<file path="config.mk">
export PLATFORM = sky130hd
export DESIGN_NAME = rv_core
export DESIGN_NICKNAME = d
export VERILOG_FILES = /design/src/rv_core_pkg.sv /design/src/fetch_stage.sv /design/src/decode_stage.sv /design/src/execute_stage.sv /design/src/memory_stage.sv /design/src/rv_core.sv
export VERILOG_INCLUDE_DIRS = /design/src /design/src/src
export SDC_FILE = /design/constraint.sdc
export NUM_CORES = 2
export LEC_CHECK = 0
export BUFFER_PORTS_ARGS = -buffer_cell sky130_fd_sc_hd__buf_2
export CAP_MARGIN = 20
export CORE_ASPECT_RATIO = 0.75
export CORE_MARGIN = 4
export CORE_UTILIZATION = 42
export CTS_BUF_LIST = sky130_fd_sc_hd__clkbuf_16
export CTS_CLUSTER_SIZE = 40
export DETAILED_ROUTE_END_ITERATION = 10
export GPL_TIMING_DRIVEN = 0
export PLACE_DENSITY_LB_ADDON = 0.15
export SYNTH_ARGS = -nofsm -noshare
export SYNTH_HDL_FRONTEND = slang
export SYNTH_HIERARCHICAL = 1
export SYNTH_SLANG_ARGS = --single-unit
</file>
<file path="constraint.sdc">
create_clock -name clk_i -period 11.6 [get_ports clk_i]
set_input_delay 0.58 -clock clk_i [delete_from_list [all_inputs] [get_ports clk_i]]
set_output_delay 0.58 -clock clk_i [all_outputs]
set_load 0.01 [all_outputs]
</file>
<file path="src/rv_core_consts.svh">
`ifndef RV_CORE_CONSTS_SVH
`define RV_CORE_CONSTS_SVH

// Datapath and register file sizing
`define XLEN      32
`define NUM_REGS  16

// First fetch address out of reset
`define RESET_PC  32'h0000_0000

// Major opcodes of the supported subset
`define OPC_OP      7'b0110011
`define OPC_OP_IMM  7'b0010011
`define OPC_LUI     7'b0110111
`define OPC_LOAD    7'b0000011
`define OPC_STORE   7'b0100011
`define OPC_BRANCH  7'b1100011

`endif

</file>
<file path="src/rv_core_pkg.sv">
`include "rv_core_consts.svh"

package rv_core_pkg;

   // Instruction word views
   typedef struct packed {
      logic [6:0] funct7;
      logic [4:0] rs2;
      logic [4:0] rs1;
      logic [2:0] funct3;
      logic [4:0] rd;
      logic [6:0] opcode;
   } r_fmt_t;

   typedef struct packed {
      logic [11:0] imm;
      logic [4:0]  rs1;
      logic [2:0]  funct3;
      logic [4:0]  rd;
      logic [6:0]  opcode;
   } i_fmt_t;

   typedef struct packed {
      logic [6:0] imm_hi;
      logic [4:0] rs2;
      logic [4:0] rs1;
      logic [2:0] funct3;
      logic [4:0] imm_lo;
      logic [6:0] opcode;
   } s_fmt_t;

   typedef struct packed {
      logic       imm12;
      logic [5:0] imm10_5;
      logic [4:0] rs2;
      logic [4:0] rs1;
      logic [2:0] funct3;
      logic [3:0] imm4_1;
      logic       imm11;
      logic [6:0] opcode;
   } b_fmt_t;

   typedef struct packed {
      logic [19:0] imm;
      logic [4:0]  rd;
      logic [6:0]  opcode;
   } u_fmt_t;

   typedef union packed {
      r_fmt_t r;
      i_fmt_t i;
      s_fmt_t s;
      b_fmt_t b;
      u_fmt_t u;
   } instr_u;

   typedef enum logic [2:0] {
      ALU_ADD,
      ALU_SUB,
      ALU_AND,
      ALU_OR,
      ALU_XOR,
      ALU_SLT,
      ALU_PASS_B   // LUI result is the immediate itself
   } alu_op_e;

   typedef struct packed {
      logic             valid;
      logic [`XLEN-1:0] pc;
      instr_u           instr;
   } if_id_t;

   typedef struct packed {
      logic             valid;
      logic [`XLEN-1:0] pc;
      logic [`XLEN-1:0] rs1_val;
      logic [`XLEN-1:0] rs2_val;
      logic [`XLEN-1:0] imm;
      alu_op_e          alu_op;
      logic             use_imm;
      logic [3:0]       rd;
      logic             reg_write;
      logic             is_load;
      logic             is_store;
      logic             is_branch;
      logic             branch_ne;   // BNE when set, BEQ otherwise
   } id_ex_t;

   typedef struct packed {
      logic             valid;
      logic [`XLEN-1:0] result;      // Also the load/store address
      logic [`XLEN-1:0] store_data;
      logic [3:0]       rd;
      logic             reg_write;
      logic             is_load;
      logic             is_store;
   } ex_mem_t;

   typedef struct packed {
      logic             we;
      logic [3:0]       rd;
      logic [`XLEN-1:0] data;
   } wb_t;

endpackage

</file>
<file path="src/fetch_stage.sv">
`timescale 1ns/10ps
`include "rv_core_consts.svh"

module fetch_stage (
   input  logic                clk_i,
   input  logic                rst_n_i,
   input  logic                stall_i,
   input  logic                branch_taken_i,
   input  logic [`XLEN-1:0]    branch_target_i,
   output logic [`XLEN-1:0]    instr_addr_o,
   input  logic [31:0]         instr_data_i,
   output rv_core_pkg::if_id_t if_id_o
);
   import rv_core_pkg::*;

   logic [`XLEN-1:0] pc_q;
   if_id_t           if_id_q;

   assign instr_addr_o = pc_q;   // Instruction port answers in the same cycle
   assign if_id_o      = if_id_q;

   // A redirect wins over any stall. While memory is stalled the branch stays
   // in execute and simply redirects to the same target again
   always_ff @(posedge clk_i or negedge rst_n_i) begin
      if (!rst_n_i) begin
         pc_q    <= `RESET_PC;
         if_id_q <= '0;
      end else if (branch_taken_i) begin
         pc_q          <= branch_target_i;
         if_id_q.valid <= 1'b0;   // Kill the wrong-path fetch
      end else if (!stall_i) begin
         pc_q          <= pc_q + `XLEN'd4;
         if_id_q.valid <= 1'b1;
         if_id_q.pc    <= pc_q;
         if_id_q.instr <= instr_data_i;
      end
   end

   // Branch targets come from execute, so alignment depends on decode's B immediate
   a_pc_aligned: assert property (@(posedge clk_i) disable iff (!rst_n_i)
      pc_q[1:0] == 2'b00);

endmodule

</file>
<file path="src/decode_stage.sv">
`timescale 1ns/10ps
`include "rv_core_consts.svh"

module decode_stage (
   input  logic                 clk_i,
   input  logic                 rst_n_i,
   input  rv_core_pkg::if_id_t  if_id_i,
   input  logic                 mem_stall_i,
   input  logic                 flush_i,
   input  logic [3:0]           ex_rd_i,
   input  logic                 ex_wr_i,
   input  rv_core_pkg::wb_t     wb_i,
   output logic                 hazard_stall_o,
   output rv_core_pkg::id_ex_t  id_ex_o
);
   import rv_core_pkg::*;

   instr_u           instr;
   logic [3:0]       rs1_a;
   logic [3:0]       rs2_a;
   logic [3:0]       rd_a;
   logic             uses_rs1;
   logic             uses_rs2;
   logic             issue;
   logic [`XLEN-1:0] regs [`NUM_REGS];
   id_ex_t           id_ex_d;
   id_ex_t           id_ex_q;

   // x0 reads zero and a same-cycle writeback is seen through
   function automatic logic [`XLEN-1:0] read_reg(input logic [3:0] addr);
      if (addr == 4'd0)
         return '0;
      if (wb_i.we && wb_i.rd == addr)
         return wb_i.data;
      return regs[addr];
   endfunction

   // Source is still owed by the instruction in execute or memory
   function automatic logic pending(input logic [3:0] addr);
      return (addr != 4'd0) &&
             ((id_ex_q.reg_write && id_ex_q.rd == addr) || (ex_wr_i && ex_rd_i == addr));
   endfunction

   assign instr   = if_id_i.instr;
   assign rs1_a   = instr.r.rs1[3:0];   // RV32E has only 16 registers
   assign rs2_a   = instr.r.rs2[3:0];
   assign rd_a    = instr.r.rd[3:0];
   assign id_ex_o = id_ex_q;

   always_comb begin
      id_ex_d         = '0;
      id_ex_d.pc      = if_id_i.pc;
      id_ex_d.rs1_val = read_reg(rs1_a);
      id_ex_d.rs2_val = read_reg(rs2_a);
      id_ex_d.rd      = rd_a;
      id_ex_d.alu_op  = ALU_ADD;
      uses_rs1        = 1'b1;
      uses_rs2        = 1'b0;
      case (instr.r.opcode)
         `OPC_OP: begin
            uses_rs2          = 1'b1;
            id_ex_d.reg_write = 1'b1;
            case (instr.r.funct3)
               3'b000:  id_ex_d.alu_op = instr.r.funct7[5] ? ALU_SUB : ALU_ADD;
               3'b010:  id_ex_d.alu_op = ALU_SLT;
               3'b100:  id_ex_d.alu_op = ALU_XOR;
               3'b110:  id_ex_d.alu_op = ALU_OR;
               3'b111:  id_ex_d.alu_op = ALU_AND;
               default: id_ex_d.alu_op = ALU_ADD;
            endcase
         end
         `OPC_OP_IMM: begin   // ADDI only
            id_ex_d.use_imm   = 1'b1;
            id_ex_d.reg_write = 1'b1;
            id_ex_d.imm       = {{(`XLEN-12){instr.i.imm[11]}}, instr.i.imm};
         end
         `OPC_LUI: begin
            uses_rs1          = 1'b0;
            id_ex_d.alu_op    = ALU_PASS_B;
            id_ex_d.use_imm   = 1'b1;
            id_ex_d.reg_write = 1'b1;
            id_ex_d.imm       = {instr.u.imm, 12'b0};
         end
         `OPC_LOAD: begin
            id_ex_d.use_imm   = 1'b1;
            id_ex_d.reg_write = 1'b1;
            id_ex_d.is_load   = 1'b1;
            id_ex_d.imm       = {{(`XLEN-12){instr.i.imm[11]}}, instr.i.imm};
         end
         `OPC_STORE: begin
            uses_rs2         = 1'b1;
            id_ex_d.use_imm  = 1'b1;
            id_ex_d.is_store = 1'b1;
            id_ex_d.imm      = {{(`XLEN-12){instr.s.imm_hi[6]}}, instr.s.imm_hi,
                                instr.s.imm_lo};
         end
         `OPC_BRANCH: begin
            uses_rs2          = 1'b1;
            id_ex_d.is_branch = 1'b1;
            id_ex_d.branch_ne = instr.b.funct3[0];
            id_ex_d.imm       = {{(`XLEN-12){instr.b.imm12}}, instr.b.imm11,
                                 instr.b.imm10_5, instr.b.imm4_1, 1'b0};
         end
         default: uses_rs1 = 1'b0;   // Unsupported opcodes retire as NOPs
      endcase
      if (rd_a == 4'd0)
         id_ex_d.reg_write = 1'b0;
   end

   always_comb begin
      hazard_stall_o = if_id_i.valid &&
                       ((uses_rs1 && pending(rs1_a)) || (uses_rs2 && pending(rs2_a)));
   end

   assign issue = if_id_i.valid && !flush_i && !hazard_stall_o;

   // Bubble on flush or interlock and full freeze on a data port stall
   always_ff @(posedge clk_i or negedge rst_n_i) begin
      if (!rst_n_i) begin
         id_ex_q <= '0;
      end else if (!mem_stall_i) begin
         id_ex_q           <= id_ex_d;
         id_ex_q.valid     <= issue;
         id_ex_q.reg_write <= issue && id_ex_d.reg_write;
      end
   end

   always_ff @(posedge clk_i) begin
      if (wb_i.we) begin
         regs[wb_i.rd] <= wb_i.data;
      end
   end

   // Writeback comes from the memory stage; x0 filtering must survive the whole pipe
   a_no_x0_write: assert property (@(posedge clk_i) disable iff (!rst_n_i)
      wb_i.we |-> wb_i.rd != 4'd0);

endmodule

</file>
<file path="src/execute_stage.sv">
`timescale 1ns/10ps
`include "rv_core_consts.svh"

module execute_stage (
   input  logic                  clk_i,
   input  logic                  rst_n_i,
   input  rv_core_pkg::id_ex_t   id_ex_i,
   input  logic                  mem_stall_i,
   output logic                  branch_taken_o,
   output logic [`XLEN-1:0]      branch_target_o,
   output rv_core_pkg::ex_mem_t  ex_mem_o
);
   import rv_core_pkg::*;

   logic [`XLEN-1:0] op_b;
   logic [`XLEN-1:0] alu_res;
   logic             rs_equal;
   ex_mem_t          ex_mem_q;

   assign op_b = id_ex_i.use_imm ? id_ex_i.imm : id_ex_i.rs2_val;

   always_comb begin
      case (id_ex_i.alu_op)
         ALU_ADD:    alu_res = id_ex_i.rs1_val + op_b;
         ALU_SUB:    alu_res = id_ex_i.rs1_val - op_b;
         ALU_AND:    alu_res = id_ex_i.rs1_val & op_b;
         ALU_OR:     alu_res = id_ex_i.rs1_val | op_b;
         ALU_XOR:    alu_res = id_ex_i.rs1_val ^ op_b;
         ALU_SLT:    alu_res = {{(`XLEN-1){1'b0}}, $signed(id_ex_i.rs1_val) < $signed(op_b)};
         ALU_PASS_B: alu_res = op_b;
         default:    alu_res = '0;
      endcase
   end

   // Branch resolution, always against rs2 and never the immediate
   assign rs_equal        = (id_ex_i.rs1_val == id_ex_i.rs2_val);
   assign branch_taken_o  = id_ex_i.valid && id_ex_i.is_branch &&
                            (rs_equal != id_ex_i.branch_ne);
   assign branch_target_o = id_ex_i.pc + id_ex_i.imm;

   assign ex_mem_o = ex_mem_q;

   // Control bits carry the valid bit so decode can use reg_write directly
   always_ff @(posedge clk_i or negedge rst_n_i) begin
      if (!rst_n_i) begin
         ex_mem_q <= '0;
      end else if (!mem_stall_i) begin
         ex_mem_q.valid      <= id_ex_i.valid;
         ex_mem_q.result     <= alu_res;
         ex_mem_q.store_data <= id_ex_i.rs2_val;
         ex_mem_q.rd         <= id_ex_i.rd;
         ex_mem_q.reg_write  <= id_ex_i.valid && id_ex_i.reg_write;
         ex_mem_q.is_load    <= id_ex_i.valid && id_ex_i.is_load;
         ex_mem_q.is_store   <= id_ex_i.valid && id_ex_i.is_store;
      end
   end

   // Decode must turn the shadow of a taken branch into a bubble
   a_branch_shadow: assert property (@(posedge clk_i) disable iff (!rst_n_i)
      branch_taken_o && !mem_stall_i |=> !id_ex_i.valid);

endmodule

</file>
<file path="src/memory_stage.sv">
`timescale 1ns/10ps
`include "rv_core_consts.svh"

module memory_stage (
   input  logic                  clk_i,
   input  logic                  rst_n_i,
   input  rv_core_pkg::ex_mem_t  ex_mem_i,
   output logic                  data_req_o,
   output logic                  data_we_o,
   output logic [`XLEN-1:0]      data_addr_o,
   output logic [`XLEN-1:0]      data_wdata_o,
   input  logic [`XLEN-1:0]      data_rdata_i,
   input  logic                  data_ready_i,
   output logic                  mem_stall_o,
   output rv_core_pkg::wb_t      wb_o
);

   // Request lives as long as the entry sits in EX/MEM
   assign data_req_o   = ex_mem_i.valid && (ex_mem_i.is_load || ex_mem_i.is_store);
   assign data_we_o    = ex_mem_i.is_store;
   assign data_addr_o  = ex_mem_i.result;
   assign data_wdata_o = ex_mem_i.store_data;

   assign mem_stall_o = data_req_o && !data_ready_i;   // Freezes the whole pipe

   // Register write on the edge that ends the memory cycle
   always_comb begin
      wb_o.we   = ex_mem_i.valid && ex_mem_i.reg_write && !mem_stall_o;
      wb_o.rd   = ex_mem_i.rd;
      wb_o.data = ex_mem_i.is_load ? data_rdata_i : ex_mem_i.result;   // Load data taken on ready
   end

   // Held request relies on every upstream register freezing together
   a_req_stable: assert property (@(posedge clk_i) disable iff (!rst_n_i)
      data_req_o && !data_ready_i |=>
         data_req_o && $stable(data_addr_o) && $stable(data_we_o) && $stable(data_wdata_o));

endmodule

</file>
<file path="src/rv_core.sv">
`timescale 1ns/10ps
`include "rv_core_consts.svh"

module rv_core (
   input  logic             clk_i,
   input  logic             rst_n_i,
   output logic [`XLEN-1:0] instr_addr_o,
   input  logic [31:0]      instr_data_i,
   output logic             data_req_o,
   output logic             data_we_o,
   output logic [`XLEN-1:0] data_addr_o,
   output logic [`XLEN-1:0] data_wdata_o,
   input  logic [`XLEN-1:0] data_rdata_i,
   input  logic             data_ready_i
);
   import rv_core_pkg::*;

   if_id_t           if_id;
   id_ex_t           id_ex;
   ex_mem_t          ex_mem;
   wb_t              wb;
   logic             branch_taken;
   logic [`XLEN-1:0] branch_target;
   logic             mem_stall;
   logic             hazard_stall;
   logic             fetch_stall;

   assign fetch_stall = mem_stall | hazard_stall;   // Fetch holds for either cause

   fetch_stage u_fetch (
      .clk_i           (clk_i),
      .rst_n_i         (rst_n_i),
      .stall_i         (fetch_stall),
      .branch_taken_i  (branch_taken),
      .branch_target_i (branch_target),
      .instr_addr_o    (instr_addr_o),
      .instr_data_i    (instr_data_i),
      .if_id_o         (if_id)
   );

   decode_stage u_decode (
      .clk_i          (clk_i),
      .rst_n_i        (rst_n_i),
      .if_id_i        (if_id),
      .mem_stall_i    (mem_stall),
      .flush_i        (branch_taken),
      .ex_rd_i        (ex_mem.rd),          // Instruction now in memory
      .ex_wr_i        (ex_mem.reg_write),
      .wb_i           (wb),
      .hazard_stall_o (hazard_stall),
      .id_ex_o        (id_ex)
   );

   execute_stage u_execute (
      .clk_i           (clk_i),
      .rst_n_i         (rst_n_i),
      .id_ex_i         (id_ex),
      .mem_stall_i     (mem_stall),
      .branch_taken_o  (branch_taken),
      .branch_target_o (branch_target),
      .ex_mem_o        (ex_mem)
   );

   memory_stage u_memory (
      .clk_i        (clk_i),
      .rst_n_i      (rst_n_i),
      .ex_mem_i     (ex_mem),
      .data_req_o   (data_req_o),
      .data_we_o    (data_we_o),
      .data_addr_o  (data_addr_o),
      .data_wdata_o (data_wdata_o),
      .data_rdata_i (data_rdata_i),
      .data_ready_i (data_ready_i),
      .mem_stall_o  (mem_stall),
      .wb_o         (wb)
   );

endmodule

</file>
Yosys cells after proc, flatten, opt, wreduce, memory -nomap -nowiden
Memory sizes are Yosys's and may differ from the RTL's.
Index checks and enable logic that the tools add are counted.

storage, ports and cells
  bits in registers = 311
  bits in writable memories = 512
  memories = 1

memory list
  name           depth  width  read ports  clocked after memory_dff  wr ports  line                text
  u_decode.regs  16     32     2           0                         1         decode_stage.sv:25  logic [`XLEN-1:0] regs [`NUM_REGS];

operators by class
  $add $sub $neg = 4
  $lt $le $gt $ge = 1
  eq/ne operators = 23
  muxes and demuxes = 35
  bitwise operators = 6
  reduce and logical (&&, ||, !) cells = 44

operators with widths
  kind                                            number
  two-way mux 32 bit                              12
  case mux 32 bit (7 select lines)                1
  case mux 32 bit (4 select lines)                1
  two-way mux 65 bit                              1
  adder 32 bit                                    2
  adder 32 x 3 -> 32 bit (second input constant)  1
  bitwise AND 32 bit                              1
  == test 32 bit                                  1
  less-than comparator 32 bit                     1
  OR 32 bit                                       1
  subtractor 32 bit                               1
  XOR 32 bit                                      1
  logical AND 1 bit                               23
  == test 7 x 6 -> 1 bit (second input constant)  3
  == test 3 bit (second input constant)           6
  two-way mux 1 bit                               17
  == test 4 bit                                   4
  case mux 3 bit (5 select lines)                 1
  zero test 4 bit                                 3
  == test 3 x 2 -> 1 bit (second input constant)  3
  nonzero test 4 bit                              2
  OR reduction 4 bit                              2
  == test 7 x 2 -> 1 bit (second input constant)  1
  == test 7 x 5 -> 1 bit (second input constant)  1
  other kinds (15)                                23

Logic depth before layout (Yosys ltp)
  depth in word-level cells = 10
  gate-level depth with buffers = 17
  depth with buffers taken out = 15

Cells and area by module
The synthesis kept the hierarchy.

by module, submodules not included
  module         instances  cells each  area an instance (µm²)  sequential area each (µm²)
  decode_stage   1          1602        29184.2                 18928.2
  execute_stage  1          1324        10348.7                 1801.7
  fetch_stage    1          337         4186.5                  2427.3
  memory_stage   1          109         1086.0                  0.0
  rv_core        1          1           6.3                     0.0

Worst setup path before layout
No wires, ideal clock.

  path type = register -> register
  from = register u_execute.ex_mem_q, in the netlist u_execute/ex_mem_o[1]
  to = memory u_decode/regs[0][0] in the netlist's numbering (enable)
  library setup time = 0.461 ns
  arrival = 3.661 ns
  data required time = 11.139 ns
  slack = 7.478 ns
  cell stages (with the launch flop) = 7
  path buffers = 2
  clock period less this slack = 4.122 ns
  path through = dfrtp_1 -> buf_6 -> buf_12 -> nor2_1 -> o211a_1 -> or3b_2 -> nor3_1

RTL lines
  what                line                 text
  start: declaration  execute_stage.sv:18  ex_mem_t ex_mem_q;
  end: declaration    decode_stage.sv:25

Worst setup path in the final report
  from = register u_decode.id_ex_q, in the netlist u_decode/id_ex_o[9]
  to = register u_execute.ex_mem_q, in the netlist u_execute/ex_mem_o[63]

on the way
  word-level cells in the longest chain between the ends = 3
  elaborated cells on any way between the ends = 7
  classes of those cells = add/sub: 2; mux: 2; bitwise: 3

RTL lines
  what                                       line                 text
  start: declaration                         decode_stage.sv:27   id_ex_t id_ex_q;
  start signal: assignment                   decode_stage.sv:122  id_ex_q <= id_ex_d;
  two-way mux 32 bit *                       execute_stage.sv:20  assign op_b = id_ex_i.use_imm ? id_ex_i.imm : id_ex_i.rs2_val;
  subtractor 32 bit (tied with other cells)  execute_stage.sv:25  ALU_SUB: alu_res = id_ex_i.rs1_val - op_b;
  case mux 32 bit (7 select lines) *         execute_stage.sv:23  case (id_ex_i.alu_op)

Every way passes the cells marked *; elsewhere a longest branch is shown, timed or not.
A chain may end at the register's enable or synchronous reset.

==> flow_metrics.py <==
metrics = {
    "status": {
        "status": "finished, final reports clean",
    },
    "finish": {
        "final_area_um2": 50700,
        "nFillCells": 9343,
        "drive_gt1_share_pct": 26.2,
        "final_nets": 3869,
        "area.growth.synth_to_final_pct": 13.2,
    },
    "drt": {
        "viasPerCell": 6.23,
        "vias": 32088,
        "drc": 0,
        "drtAntennaViolNets": 0,
        "post_drt_wl_per_cell_um": 30.3,
        "wl_mm": 156,
        "drt_iter0_markers": 4353,
        "drtPass1Iterations": 6,
    },
    "grt": {
        "grt_usage_pct": 27.5,
        "antenna_found_initial": 6,
        "grt_pass1_vias": 30883,
        "grt_start_max_net_pins": 93,
        "grt-ovfl-total": 0,
        "grt_pass1_wl_mm": 224,
    },
    "timing": {
        "whs_ns": 0.130,
        "period_needed_ns": 5.96,
        "drv_slew": 0,
        "rsz0062_at_grt": "false",
        "tightest_slew_ns": 1.13,
        "final.period_utilization_pct": 51.3,
        "finalClockSkew_ns": 0.0338,
        "maxSlewHeadroom_pct": 24.4,
        "hold_violations": 0,
        "tns_ns": 0,
        "max_freq_mhz": 168,
        "finalSetupViolations": 0,
    },
    "synthesis": {
        "synth_area_leaders": "edfxtp_1, dfrtp_1, mux4_2, ha_1, mux2_2",
        "synth_cell_types": 98,
        "syn_area_um2": 44800,
        "synth_seq_area_share_pct": 51.7,
        "syn_avg_cell_area_um2": 13.3,
        "synthFlopType": "edfxtp_1",
        "synth_top_area_cell": "edfxtp_1",
        "synth_nets": 3581,
        "syn_inst": 3373,
        "synth.top_cell.area_share_pct": 34.3,
        "ys_ff_latch": 823,
        "ys_warn_count": 6,
        "synth-async-reset-ratio_pct": 37.8,
        "synth_edf_count": 512,
    },
    "pwr": {
        "power.share.switching_pct": 31.9,
        "intPower_mw": 5.57,
        "combPwrFrac_pct": 22.4,
        "seqPwrFrac_pct": 45.5,
        "leakage_nw": 18.8,
        "switchingPower_mw": 2.61,
        "max-vdd-ir-drop_v": 0.000120,
        "clkPwrFrac_pct": 32.0,
        "power_density_nw_per_um2": 161,
    },
    "die": {
        "coreArea_um2": 106000,
        "pin_count": 165,
        "start_util_pct": 42.5,
        "fp-row-count": 103,
        "die_w_um": 385,
        "dieArea_um2": 112000,
        "die_h_um": 291,
    },
    "worst_setup_path": {
        "critical-path-top-delay-family": "compound AO/OA/AOI/OAI gates",
        "startpoint_type": "register",
        "reg2reg_to": "u_execute/ex_mem_o[63]",
        "critical_path.max_fanout": 10,
        "cp.required_ns": 12.19,
        "slowest_stage": "clkbuf_1",
        "crit_start": "u_decode/id_ex_o[9]",
        "arrival_ns": 6.55,
        "cp_cell_sequence": "clkbuf_1, clkbuf_1, buf_2, mux2i_1, ha_1, buf_4, a21oi_1, a2111oi_0, a221oi_1, o31ai_1, a21oi_2, o21ai_1, nor2b_1, o311ai_1, a21oi_1, nor4_2",
        "critPathBufInv": 4,
        "crit_type": "register to register",
        "cp_slowest_stage_delay_ns": 0.82,
        "r2r_cells": 16,
        "r2r_start": "u_decode/id_ex_o[9]",
        "reg2reg_slack_ns": 5.64,
        "end_kind": "register",
    },
    "placement": {
        "placed_area_um2": 48100,
        "post-dp-hpwl_mm": 118,
        "portBuffers": 164,
        "gp_congestion": 0.956,
    },
    "hold_path": {
        "worst_hold_path_type": "primary input to register",
        "min_delay_path_depth": 2,
        "hp-start": "instr_data_i[8]",
        "hold_end": "u_fetch/if_id_o[8]",
    },
    "clock_network": {
        "cts-root-buf": "clkbuf_16",
        "clk_pin_slew_ns": 0.07,
        "clk_latency_ns": 0.68,
        "cts_resized": 0,
        "numCtsBuffers": 86,
        "ctsHtreeMaxLevel": 3,
        "cts_buffer_depth": 3,
        "cts_tree": "built",
        "cts_sinks": 823,
    },
    "job": {
        "max_cap_viol_count": 0,
    },
}
==> cell usage in the layout, fill, tap and decap left out, drive strengths merged, types with 37 or more instances in the layout <==
cell type	n
edfxtp	512
inv	140
mux2i	37
mux2	171
xnor2	83
clkinv	76
a22oi	106
dfrtp	311
nor3	41
mux4	288
buf	350
nand2	209
ha	138
o21ai	219
a21oi	199
clkbuf	228
nor2	137
==> repair_timing <==
action                                  4_1_cts  5_1_grt
hold buffers                                  1        0
setup buffers                                 0        0
endpoints found under the setup margin        0        0
endpoints found under the hold margin        69        0
==> stage by stage <==
step                util, %  power, mW  instances  worst slack, ns
finish                 48.1       8.18       5150             5.64
global route           48.1       8.48       5149             5.48
CTS                    48.0       8.19       5147             5.93
detailed placement     45.5       5.57       4987             5.98
global placement       44.9       5.55       4954             3.54
floorplan                 -       4.81       3373             7.48
==> cells by family after synthesis <==
family | share of synthesized area [%]
compound gates | 11.5
xor+xnor | 2.27
fa+ha+maj | 3.99
buf+inv | 4.78
flops | 51.7
mux | 19.8
simple gates | 5.97
==> sequential cells by signal (all words and copies together), names as in the netlist <==
| signal | count |
|---|---|
| u_decode/id_ex_o | 142 |
| u_decode/regs | 512 |
| u_execute/ex_mem_o | 72 |
| u_fetch/if_id_o | 65 |
| u_fetch/instr_addr_o | 32 |
==> worst reg2reg max path, cell delays in order (launching register included) <==
cell and delay (ns):
dfrtp_1 0.37, clkbuf_1 0.31, clkbuf_1 0.83, buf_2 0.55, mux2i_1 0.66, ha_1 0.37, buf_4 0.18, a21oi_1 0.36
a2111oi_0 0.19, a221oi_1 0.57, o31ai_1 0.21, a21oi_2 0.33, o21ai_1 0.19, nor2b_1 0.17, o311ai_1 0.28, a21oi_1 0.09
nor4_2 0.24
==> cells in the mapped netlist (11+ instances only) <==
library cell / n
nor4_1: 21
nand4_1: 23
xor2_1: 33
dfrtp_1: 311
buf_6: 12
o31ai_1: 29
xnor2_1: 83
o22ai_1: 24
edfxtp_1: 512
a211oi_1: 16
nand2b_1: 17
a22o_1: 11
clkbuf_1: 141
mux4_2: 288
o21bai_1: 17
mux2i_1: 37
o211ai_1: 13
buf_2: 42
inv_1: 115
buf_4: 79
a22oi_1: 106
nor3_1: 40
a21oi_1: 196
nor2_1: 137
o21ai_0: 120
ha_1: 138
nor2b_1: 19
nand3_1: 33
buf_1: 15
mux2_4: 29
a31oi_1: 31
o221ai_1: 14
clkinv_1: 31
mux2_2: 142
nand2_1: 208
o21ai_1: 98
a21o_1: 24
or4_1: 12
==> worst max path at each step <==
stage	slack, ns	to	cells after the start
CTS	5.93	u_execute/ex_mem_o[63]	16
global placement	3.54	u_fetch/if_id_o[18]	1
floorplan	7.48	u_decode/regs[0][0]	6
detailed placement	5.98	u_execute/ex_mem_o[63]	16
finish	5.64	u_execute/ex_mem_o[63]	16
global route	5.48	u_execute/ex_mem_o[63]	16
==> per-layer routing <==
layer  up-vias  global-route usage (%)  wire length, µm
met5         -                       0                0
met4         0                    6.00             3500
met3       183                    6.82            17700
met2      1844                    37.2            63100
met1     16501                    44.3            71400
li1      13560                       -                -
==> area by class of cell <==
cell class / instances / area (µm²) / share of cell area, %
multi-input combinational: 2109 / 19600 / 38.7
tap: 1417 / 1770 / 3.50
buffer: 292 / 1580 / 3.12
antenna: 1 / 2.50 / 0.00493
timing repair buffer: 200 / 1410 / 2.77
inverter: 149 / 559 / 1.10
clock buffer: 87 / 2180 / 4.29
clock inverter: 72 / 437 / 0.861
sequential: 823 / 23200 / 45.7
==> power groups by stage <==
stage               Sequential [mW]  Clock (mW)  Combinational [mW]
CTS                            3.72        2.67                1.79
global placement               3.78           0                1.77
global route                   3.74        2.79                1.96
detailed placement             3.78           0                1.79
finish                         3.72        2.62                1.84
floorplan                      3.64           0                1.17
Note: power is estimated with default switching activity, not from simulation.
